--- src/common/mastermind_macros.svh ---
`ifndef MASTERMIND_MACROS_SVH
`define MASTERMIND_MACROS_SVH

// Game timing in clock cycles
`define SHOW_TICKS  100
`define LETTER_GAP  25

// Game rules
`define CODE_LEN    4
`define WIN_SCORE   2
`define START_LIVES 3

// Counter widths, sized for the constants above
`define TIMER_W     7
`define GAP_W       5
`define CNT_W       3
`define IDX_W       2

// Segment patterns, bit 6 is the middle bar
`define SEG_OFF     7'b0000000
`define SEG_DASH    7'b1000000
`define SEG_A       7'b1110111
`define SEG_B       7'b1111100
`define SEG_C       7'b0111001
`define SEG_E       7'b1111001
`define SEG_F       7'b1110001
`define SEG_H       7'b1110110
`define SEG_L       7'b0111000
`define SEG_U       7'b0111110
`define SEG_P       7'b1110011
`define SEG_0       7'b0111111
`define SEG_1       7'b0000110
`define SEG_2       7'b1011011
`define SEG_3       7'b1001111

`endif

--- src/common/mastermind_pkg.sv ---
package mastermind_pkg;

    // Round sequencing, one round in flight at a time
    typedef enum logic [3:0] {
        START,
        SHOW_SCORE,
        SHOW_CODEMAKER,
        CM_ENTRY,
        SHOW_CODEBREAKER,
        SHOW_LIVES,
        CB_ENTRY,
        EVAL_GUESS,
        SHOW_SECRET,
        SHOW_RESULT,
        CHECK_END
    } game_state_t;

    // 0 is blank, 1 to 7 are A C E F H L U
    typedef logic [2:0] letter_t;

    // Points of one player
    typedef logic [1:0] score_t;

    // Guesses left in the round
    typedef logic [1:0] lives_t;

endpackage

--- src/game_control/code_regs.sv ---
`include "mastermind_macros.svh"

module code_regs (
    input  logic                                    clk,
    input  logic                                    rst,
    input  mastermind_pkg::letter_t                 letter_in,
    input  logic                                    store_secret,
    input  logic                                    store_guess,
    input  logic                                    clear_guess,
    input  mastermind_pkg::game_state_t             state,
    output mastermind_pkg::letter_t [`CODE_LEN-1:0] secret,
    output mastermind_pkg::letter_t [`CODE_LEN-1:0] guess,
    output logic [`CNT_W-1:0]                       entry_count,
    output logic                                    code_full
);

    logic [`IDX_W-1:0] slot;

    assign slot      = entry_count[`IDX_W-1:0];
    assign code_full = (entry_count == `CNT_W'(`CODE_LEN));

    // Shared slot counter for both codes
    always_ff @(posedge clk or negedge rst) begin
        if (!rst) begin
            entry_count <= '0;
        end else if (clear_guess || state == mastermind_pkg::SHOW_CODEMAKER) begin
            entry_count <= '0;
        end else if (store_secret || store_guess) begin
            entry_count <= entry_count + 1'b1;
        end
    end

    always_ff @(posedge clk) begin
        if (store_secret)
            secret[slot] <= letter_in;
    end

    always_ff @(posedge clk) begin
        if (clear_guess)
            guess <= '0;
        else if (store_guess)
            guess[slot] <= letter_in;
    end

endmodule

--- src/game_control/game_fsm.sv ---
`include "mastermind_macros.svh"

module game_fsm (
    input  logic                        clk,
    input  logic                        rst,
    input  logic                        enter_a,
    input  logic                        enter_b,
    input  mastermind_pkg::letter_t     letter_in,
    input  logic                        code_full,
    input  logic                        all_correct,
    output mastermind_pkg::game_state_t state,
    output logic                        store_secret,
    output logic                        store_guess,
    output logic                        clear_guess,
    output logic                        cm_is_a,
    output mastermind_pkg::lives_t      lives,
    output mastermind_pkg::score_t      score_a,
    output mastermind_pkg::score_t      score_b,
    output logic [`TIMER_W-1:0]         timer
);

    mastermind_pkg::game_state_t next_state;
    logic                        cm_enter;
    logic                        cb_enter;
    logic                        letter_ok;
    logic                        timed_state;
    logic                        timer_done;
    logic                        win_reached;
    logic                        point_to_a;
    logic                        last_correct;
    logic [`GAP_W-1:0]           gap;

    // Role based enter selection
    assign cm_enter = cm_is_a ? enter_a : enter_b;
    assign cb_enter = cm_is_a ? enter_b : enter_a;

    assign letter_ok    = (letter_in != '0) && (gap == '0) && !code_full;
    assign store_secret = (state == mastermind_pkg::CM_ENTRY) && cm_enter && letter_ok;
    assign store_guess  = (state == mastermind_pkg::CB_ENTRY) && cb_enter && letter_ok;
    assign clear_guess  = (state == mastermind_pkg::SHOW_LIVES);

    assign win_reached = (score_a == mastermind_pkg::score_t'(`WIN_SCORE)) ||
                         (score_b == mastermind_pkg::score_t'(`WIN_SCORE));

    // Codebreaker scores on a correct guess, otherwise the codemaker
    assign point_to_a = last_correct ? !cm_is_a : cm_is_a;

    always_comb begin
        case (state)
            mastermind_pkg::SHOW_SCORE,
            mastermind_pkg::SHOW_CODEMAKER,
            mastermind_pkg::SHOW_CODEBREAKER,
            mastermind_pkg::SHOW_LIVES,
            mastermind_pkg::SHOW_SECRET,
            mastermind_pkg::SHOW_RESULT: timed_state = 1'b1;
            // Hold the last screen a full period after the fourth letter
            mastermind_pkg::CM_ENTRY:    timed_state = code_full;
            default:                     timed_state = 1'b0;
        endcase
    end

    assign timer_done = timed_state && (timer == `TIMER_W'(`SHOW_TICKS));

    always_comb begin
        next_state = state;
        case (state)
            mastermind_pkg::START:
                if (enter_a || enter_b) next_state = mastermind_pkg::SHOW_SCORE;
            mastermind_pkg::SHOW_SCORE:
                if (timer_done) next_state = mastermind_pkg::SHOW_CODEMAKER;
            mastermind_pkg::SHOW_CODEMAKER:
                if (timer_done) next_state = mastermind_pkg::CM_ENTRY;
            mastermind_pkg::CM_ENTRY:
                if (timer_done) next_state = mastermind_pkg::SHOW_CODEBREAKER;
            mastermind_pkg::SHOW_CODEBREAKER:
                if (timer_done) next_state = mastermind_pkg::SHOW_LIVES;
            mastermind_pkg::SHOW_LIVES:
                if (timer_done) next_state = mastermind_pkg::CB_ENTRY;
            mastermind_pkg::CB_ENTRY:
                if (code_full && gap == '0) next_state = mastermind_pkg::EVAL_GUESS;
            mastermind_pkg::EVAL_GUESS: begin
                if (cb_enter) begin
                    if (all_correct || lives == mastermind_pkg::lives_t'(1))
                        next_state = mastermind_pkg::SHOW_SECRET;
                    else
                        next_state = mastermind_pkg::SHOW_LIVES;
                end
            end
            mastermind_pkg::SHOW_SECRET:
                if (timer_done) next_state = mastermind_pkg::SHOW_RESULT;
            mastermind_pkg::SHOW_RESULT:
                if (timer_done) next_state = mastermind_pkg::CHECK_END;
            mastermind_pkg::CHECK_END:
                next_state = win_reached ? mastermind_pkg::START
                                         : mastermind_pkg::SHOW_CODEMAKER;
            default:
                next_state = mastermind_pkg::START;
        endcase
    end

    always_ff @(posedge clk or negedge rst) begin
        if (!rst) begin
            state        <= mastermind_pkg::START;
            timer        <= '0;
            gap          <= '0;
            cm_is_a      <= 1'b0;
            lives        <= mastermind_pkg::lives_t'(`START_LIVES);
            score_a      <= '0;
            score_b      <= '0;
            last_correct <= 1'b0;
        end else begin
            state <= next_state;
            timer <= (timed_state && !timer_done) ? timer + 1'b1 : '0;

            // Ignore enters for a while after each accepted letter
            if (store_secret || store_guess)
                gap <= `GAP_W'(`LETTER_GAP);
            else if (gap != '0)
                gap <= gap - 1'b1;

            case (state)
                mastermind_pkg::START: begin
                    if (enter_a || enter_b) begin
                        cm_is_a <= enter_a;
                        score_a <= '0;
                        score_b <= '0;
                        lives   <= mastermind_pkg::lives_t'(`START_LIVES);
                    end
                end
                mastermind_pkg::EVAL_GUESS: begin
                    if (cb_enter) begin
                        last_correct <= all_correct;
                        // Last life is kept, the round ends instead
                        if (!all_correct && lives != mastermind_pkg::lives_t'(1))
                            lives <= lives - 1'b1;
                    end
                end
                mastermind_pkg::SHOW_SECRET: begin
                    if (timer_done) begin
                        if (point_to_a)
                            score_a <= score_a + 1'b1;
                        else
                            score_b <= score_b + 1'b1;
                    end
                end
                mastermind_pkg::SHOW_RESULT: begin
                    if (timer_done) begin
                        cm_is_a <= !cm_is_a;
                        lives   <= mastermind_pkg::lives_t'(`START_LIVES);
                    end
                end
                default: begin
                end
            endcase
        end
    end

endmodule

--- src/source/display_decode.sv ---
`include "mastermind_macros.svh"

module display_decode (
    input  mastermind_pkg::game_state_t             state,
    input  mastermind_pkg::letter_t [`CODE_LEN-1:0] secret,
    input  mastermind_pkg::letter_t [`CODE_LEN-1:0] guess,
    input  logic [`CNT_W-1:0]                       entry_count,
    input  logic                                    cm_is_a,
    input  mastermind_pkg::lives_t                  lives,
    input  mastermind_pkg::score_t                  score_a,
    input  mastermind_pkg::score_t                  score_b,
    input  logic [2*`CODE_LEN-1:0]                  led_pairs,
    input  logic [`TIMER_W-1:0]                     timer,
    output logic [7:0]                              led,
    output logic [6:0]                              ssd3,
    output logic [6:0]                              ssd2,
    output logic [6:0]                              ssd1,
    output logic [6:0]                              ssd0
);

    logic [3:0][6:0]     digits;
    logic [`TIMER_W-1:0] quarter;
    logic                win_reached;

    function automatic logic [6:0] letter_seg(input mastermind_pkg::letter_t l);
        case (l)
            3'd1:    return `SEG_A;
            3'd2:    return `SEG_C;
            3'd3:    return `SEG_E;
            3'd4:    return `SEG_F;
            3'd5:    return `SEG_H;
            3'd6:    return `SEG_L;
            3'd7:    return `SEG_U;
            default: return `SEG_OFF;
        endcase
    endfunction

    function automatic logic [6:0] digit_seg(input logic [1:0] v);
        case (v)
            2'd0:    return `SEG_0;
            2'd1:    return `SEG_1;
            2'd2:    return `SEG_2;
            default: return `SEG_3;
        endcase
    endfunction

    // Leftmost digit shows the first letter
    always_comb begin
        digits = {4{`SEG_OFF}};
        case (state)
            mastermind_pkg::START: begin
                digits[2] = `SEG_A;
                digits[1] = `SEG_DASH;
                digits[0] = `SEG_B;
            end
            mastermind_pkg::SHOW_SCORE, mastermind_pkg::SHOW_RESULT: begin
                digits[2] = digit_seg(score_a);
                digits[1] = `SEG_DASH;
                digits[0] = digit_seg(score_b);
            end
            mastermind_pkg::SHOW_CODEMAKER: begin
                digits[2] = `SEG_P;
                digits[1] = `SEG_DASH;
                digits[0] = cm_is_a ? `SEG_A : `SEG_B;
            end
            mastermind_pkg::SHOW_CODEBREAKER: begin
                digits[2] = `SEG_P;
                digits[1] = `SEG_DASH;
                digits[0] = cm_is_a ? `SEG_B : `SEG_A;
            end
            mastermind_pkg::SHOW_LIVES: begin
                digits[2] = `SEG_L;
                digits[1] = `SEG_DASH;
                digits[0] = digit_seg(lives);
            end
            mastermind_pkg::CM_ENTRY, mastermind_pkg::CB_ENTRY: begin
                for (int i = 0; i < `CODE_LEN; i++) begin
                    // Secret letters stay hidden from the codebreaker
                    if (i >= int'(entry_count))
                        digits[3-i] = `SEG_OFF;
                    else if (state == mastermind_pkg::CM_ENTRY)
                        digits[3-i] = `SEG_DASH;
                    else
                        digits[3-i] = letter_seg(guess[i]);
                end
            end
            mastermind_pkg::EVAL_GUESS: begin
                for (int i = 0; i < `CODE_LEN; i++)
                    digits[3-i] = letter_seg(guess[i]);
            end
            mastermind_pkg::SHOW_SECRET: begin
                for (int i = 0; i < `CODE_LEN; i++)
                    digits[3-i] = letter_seg(secret[i]);
            end
            default: begin
            end
        endcase
    end

    assign {ssd3, ssd2, ssd1, ssd0} = digits;

    // Flash pattern flips every quarter of the result screen
    assign quarter     = timer / `TIMER_W'(`SHOW_TICKS / 4);
    assign win_reached = (score_a == mastermind_pkg::score_t'(`WIN_SCORE)) ||
                         (score_b == mastermind_pkg::score_t'(`WIN_SCORE));

    always_comb begin
        if (state == mastermind_pkg::EVAL_GUESS)
            led = led_pairs;
        else if (state == mastermind_pkg::SHOW_RESULT && win_reached)
            led = quarter[0] ? 8'b01010101 : 8'b10101010;
        else
            led = '0;
    end

endmodule

--- src/source/guess_eval.sv ---
`include "mastermind_macros.svh"

module guess_eval (
    input  mastermind_pkg::letter_t [`CODE_LEN-1:0] secret,
    input  mastermind_pkg::letter_t [`CODE_LEN-1:0] guess,
    output logic [2*`CODE_LEN-1:0]                  led_pairs,
    output logic                                    all_correct
);

    logic [`CODE_LEN-1:0] exact;
    logic [`CODE_LEN-1:0] present;

    always_comb begin
        for (int i = 0; i < `CODE_LEN; i++) begin
            exact[i]   = (guess[i] == secret[i]);
            present[i] = 1'b0;
            for (int j = 0; j < `CODE_LEN; j++) begin
                if (j != i && guess[i] == secret[j])
                    present[i] = 1'b1;
            end
            // First letter on the top pair
            if (exact[i])
                led_pairs[2*(`CODE_LEN-1-i) +: 2] = 2'b11;
            else if (present[i])
                led_pairs[2*(`CODE_LEN-1-i) +: 2] = 2'b01;
            else
                led_pairs[2*(`CODE_LEN-1-i) +: 2] = 2'b00;
        end
    end

    assign all_correct = &exact;

endmodule

--- src/source/mastermind_top.sv ---
`include "mastermind_macros.svh"

module mastermind_top (
    input  logic                    clk,
    input  logic                    rst,
    input  logic                    enter_a,
    input  logic                    enter_b,
    input  mastermind_pkg::letter_t letter_in,
    output logic [7:0]              led,
    output logic [6:0]              ssd3,
    output logic [6:0]              ssd2,
    output logic [6:0]              ssd1,
    output logic [6:0]              ssd0
);

    mastermind_pkg::game_state_t                  state;
    mastermind_pkg::lives_t                       lives;
    mastermind_pkg::score_t                       score_a;
    mastermind_pkg::score_t                       score_b;
    mastermind_pkg::letter_t [`CODE_LEN-1:0]      secret;
    mastermind_pkg::letter_t [`CODE_LEN-1:0]      guess;
    logic                                         store_secret;
    logic                                         store_guess;
    logic                                         clear_guess;
    logic                                         cm_is_a;
    logic [`TIMER_W-1:0]                          timer;
    logic [`CNT_W-1:0]                            entry_count;
    logic                                         code_full;
    logic                                         all_correct;
    logic [2*`CODE_LEN-1:0]                       led_pairs;

    game_fsm u_fsm (
        .clk          (clk),
        .rst          (rst),
        .enter_a      (enter_a),
        .enter_b      (enter_b),
        .letter_in    (letter_in),
        .code_full    (code_full),
        .all_correct  (all_correct),
        .state        (state),
        .store_secret (store_secret),
        .store_guess  (store_guess),
        .clear_guess  (clear_guess),
        .cm_is_a      (cm_is_a),
        .lives        (lives),
        .score_a      (score_a),
        .score_b      (score_b),
        .timer        (timer)
    );

    code_regs u_code (
        .clk          (clk),
        .rst          (rst),
        .letter_in    (letter_in),
        .store_secret (store_secret),
        .store_guess  (store_guess),
        .clear_guess  (clear_guess),
        .state        (state),
        .secret       (secret),
        .guess        (guess),
        .entry_count  (entry_count),
        .code_full    (code_full)
    );

    guess_eval u_eval (
        .secret      (secret),
        .guess       (guess),
        .led_pairs   (led_pairs),
        .all_correct (all_correct)
    );

    display_decode u_disp (
        .state       (state),
        .secret      (secret),
        .guess       (guess),
        .entry_count (entry_count),
        .cm_is_a     (cm_is_a),
        .lives       (lives),
        .score_a     (score_a),
        .score_b     (score_b),
        .led_pairs   (led_pairs),
        .timer       (timer),
        .led         (led),
        .ssd3        (ssd3),
        .ssd2        (ssd2),
        .ssd1        (ssd1),
        .ssd0        (ssd0)
    );

endmodule

--- config.mk ---
export PLATFORM = sky130hd
export DESIGN_NAME = mastermind_top
export DESIGN_NICKNAME = d
export VERILOG_FILES = /design/src/common/mastermind_pkg.sv /design/src/game_control/code_regs.sv /design/src/game_control/game_fsm.sv /design/src/source/display_decode.sv /design/src/source/guess_eval.sv /design/src/source/mastermind_top.sv
export VERILOG_INCLUDE_DIRS = /design/src /design/src/common
export SDC_FILE = /design/constraint.sdc
export NUM_CORES = 1
export LEC_CHECK = 0
export ABC_AREA = 1
export BUFFER_PORTS_ARGS = -buffer_cell sky130_fd_sc_hd__clkbuf_2
export CAP_MARGIN = 20
export CORE_ASPECT_RATIO = 0.9
export CORE_MARGIN = 8
export CORE_UTILIZATION = 65
export CTS_CLUSTER_DIAMETER = 120
export DETAILED_ROUTE_END_ITERATION = 7
export PLACE_DENSITY = 0.87
export REMOVE_ABC_BUFFERS = 1
export SYNTH_ARGS = -nofsm -noshare
export SYNTH_HDL_FRONTEND = slang
export SYNTH_SLANG_ARGS = --single-unit
--- constraint.sdc ---
create_clock -name clk -period 3.9 [get_ports clk]
set_input_delay 0.39 -clock clk [delete_from_list [all_inputs] [get_ports clk]]
set_output_delay 0.39 -clock clk [all_outputs]
set_load 0.02 [all_outputs]
==> results.sh <==
export IMPL_antenna_found_initial=0
export IMPL_cts_path_max_buffers=2
export IMPL_yosys_warnings=0
export IMPL_nNetsFinal=676
export IMPL_yosysSeqAreaShare_pct=29.6
export IMPL_portBuffers=42
export IMPL_cts_max_level=2
export IMPL_grt_pass1_wl_um=20800
export IMPL_wl_per_cell_um=17.6
export IMPL_routed_wirelength_um=13000
export IMPL_via_per_inst=6.04
export IMPL_synthTopCellsByCount="nand2_1, inv_1, o21ai_0"
export IMPL_drt_iter0_drc=472
export IMPL_slew_headroom_pct=53.7
export IMPL_path_max_fanout=13
export IMPL_rows=28
export IMPL_synthCells=633
export IMPL_start_kind="flip-flop"
export IMPL_vias=4456
export IMPL_grt_pass1_vias=4191
export IMPL_gp_routability_congestion=1.04
export IMPL_dieArea_um2=9530
export IMPL_fin_total_pwr_uw=2630
export IMPL_synth_enable_flop_cells=12
export IMPL_synth_top_area_share_pct=14.5
export IMPL_synth_cell_type_count=47
export IMPL_cts_made_buffers=5
export IMPL_hold_buffers=0
export IMPL_synth_ff_type="dfrtp_1"
export IMPL_r2r_start="u_fsm.gap[0]$_DFFE_PN0P_"
export IMPL_cap_viol_max_count=0
export IMPL_syn2layout_area_growth_pct=6.19
export IMPL_arrival_ps=2560
export IMPL_ioPinCount=43
export IMPL_cp_end_kind="primary output"
export IMPL_cts_resized=0
export IMPL_synth_most_common_cell="nand2_1"
export IMPL_clk_latency_ps=320
export IMPL_fin_skew_ps=8.69
export IMPL_root_buffer="clkbuf_8"
export IMPL_timing_final_crit_share_pct=75.7
export IMPL_powerDensity_nw_per_um2=571
export IMPL_placed_area_um2=4500
export IMPL_finalSetupViolCount=0
export IMPL_hold_viol=0
export IMPL_p_leak_uw=0.00222
export IMPL_min_period_ps=2950
export IMPL_drc=0
export IMPL_rr_worst_depth=11
export IMPL_async_reset_ff_share_pct=52.9
export IMPL_diodes=0
export IMPL_max_slew_worst_pin_slew_ps=694
export IMPL_reg2reg_slack_ps=1590
export IMPL_reg2reg_to="u_code.guess[3]$_SDFFE_PP0P_"
export IMPL_path_clk_slew_ps=110
export IMPL_place_hpwl_um=10000
export IMPL_path_class="reg2out"
export IMPL_status="completed"
export IMPL_slew_viol_final=0
export IMPL_max_freq_mhz=339
export IMPL_first_pass_iters=8
export IMPL_netlist_area_um2=4330
export IMPL_worstPathRequired_ps=3510
export IMPL_synth_top_area_cell="dfrtp_1"
export IMPL_hold_path_class="in2async"
export IMPL_antenna_left=0
export IMPL_ys_ff_latch=51
export IMPL_postLayoutCellArea_um2=4590
export IMPL_finalHoldWorstSlack_ps=91.8
export IMPL_synth_area_leaders="dfrtp_1, nand2_1, edfxtp_1"
export IMPL_die_w_um=102
export IMPL_avgSynthCellArea_um2=6.84
export IMPL_gr_usage_all_layers_pct=27.4
export IMPL_setup_tns_ps=0
export IMPL_die_h_um=93.4
export IMPL_rsz0062_at_grt="no"
export IMPL_grt_max_degree=28
export IMPL_drive_above_1_share_pct=10.5
export IMPL_postCtsSetupRepairBufs=0
export IMPL_cts_sinks=51
export IMPL_irDropWorstVdd_mv=0.546
export IMPL_grt_overflow=0
export IMPL_fp_coreArea_um2=6520
export IMPL_cts_tree="done"
export IMPL_initial_core_util_pct=66.4
==> flip-flops by register name, summed over array words and instances (netlist names) <==
name,count
u_fsm.score_a,2
u_fsm.last_correct,1
u_fsm.state,4
u_fsm.gap,5
u_code.entry_count,3
u_code.guess,12
u_fsm.score_b,2
u_code.secret,12
u_fsm.cm_is_a,1
u_fsm.timer,7
u_fsm.lives,2
==> through the flow <==
step	setup WS, ps	cells	util, %
global placement	1410	730	69.0
finish	949	738	70.5
CTS	1010	738	70.5
detailed placement	1370	730	69.0
global route	776	738	70.5
floorplan	1630	597	-
==> where the power goes <==
group	internal (uW)	switching, uW	total (uW)
Clock	132	209	342
Sequential	653	119	772
Combinational	473	1040	1510
Total	1260	1370	2630
==> logic make-up after synthesis <==
logic type,count (synthesis),synth area share [%]
DFF,51,29.6
buffers and inverters,126,11.5
and+or+nand+nor,252,25.3
AOI/OAI and AO/OA,142,19.2
adders and majority gates,22,6.36
xor gates and xnor gates,40,8.10
==> metal layers <==
layer	part of all wire (%)	global-route usage [%]	vias to the layer above
li1	-	-	2112
met4	2.0	9.65	0
met1	42	36.7	2057
met5	0	0	-
met3	10	4.83	31
met2	46	43.1	256
==> final cells by class <==
type                       count  area, um2
tap                           90        113
clock buffer                   5       68.8
timing repair buffer          43        218
sequential                    51       1280
fill                         575       1920
multi-input combinational    456       2550
inverter                      90        338
clock inverter                 3       27.5
==> worst max path at each step <==
stage | start | to
4_1_cts | u_fsm.state[2]$_DFFE_PN0P_ | ssd2[4]
6_report | u_fsm.state[1]$_DFFE_PN0P_ | ssd0[4]
3_3_place_gp | u_fsm.state[1]$_DFFE_PN0P_ | ssd0[4]
5_1_grt | u_fsm.timer[6]$_DFF_PN0_ | led[0]
2_1_floorplan | u_fsm.state[1]$_DFFE_PN0P_ | ssd1[1]
3_5_place_dp | u_fsm.state[2]$_DFFE_PN0P_ | ssd2[4]
==> worst max-delay path, cell delays in order, from the launching register on <==
cell and delay (ps):
dfrtp_1 450, nor2_1 110, nand2_1 170, nor2_2 40, buf_4 200, inv_1 370
a21oi_1 110, nor2_1 220, nand4_1 130, or2_1 270, clkbuf_2 160
==> placed cells by master, fill, tap and decap left out, types with 3 or more instances in the layout <==
| master | n |
|---|---|
| nand2_1 | 126 |
| inv_1 | 84 |
| o21ai_0 | 58 |
| nor2_1 | 55 |
| clkbuf_2 | 42 |
| nand3_1 | 32 |
| a21oi_1 | 31 |
| dfrtp_1 | 25 |
| xnor2_1 | 23 |
| ha_1 | 22 |
| nand4_1 | 19 |
| xor2_1 | 17 |
| o22ai_1 | 16 |
| dfxtp_1 | 12 |
| edfxtp_1 | 12 |
| o211ai_1 | 7 |
| nor3_1 | 7 |
| inv_2 | 5 |
| o31ai_1 | 5 |
| clkbuf_8 | 5 |
| o2111ai_1 | 4 |
| o21ai_1 | 4 |
| o221ai_1 | 3 |
| nor2_2 | 3 |
| a22oi_1 | 3 |
(Power assumes the default switching activity.)
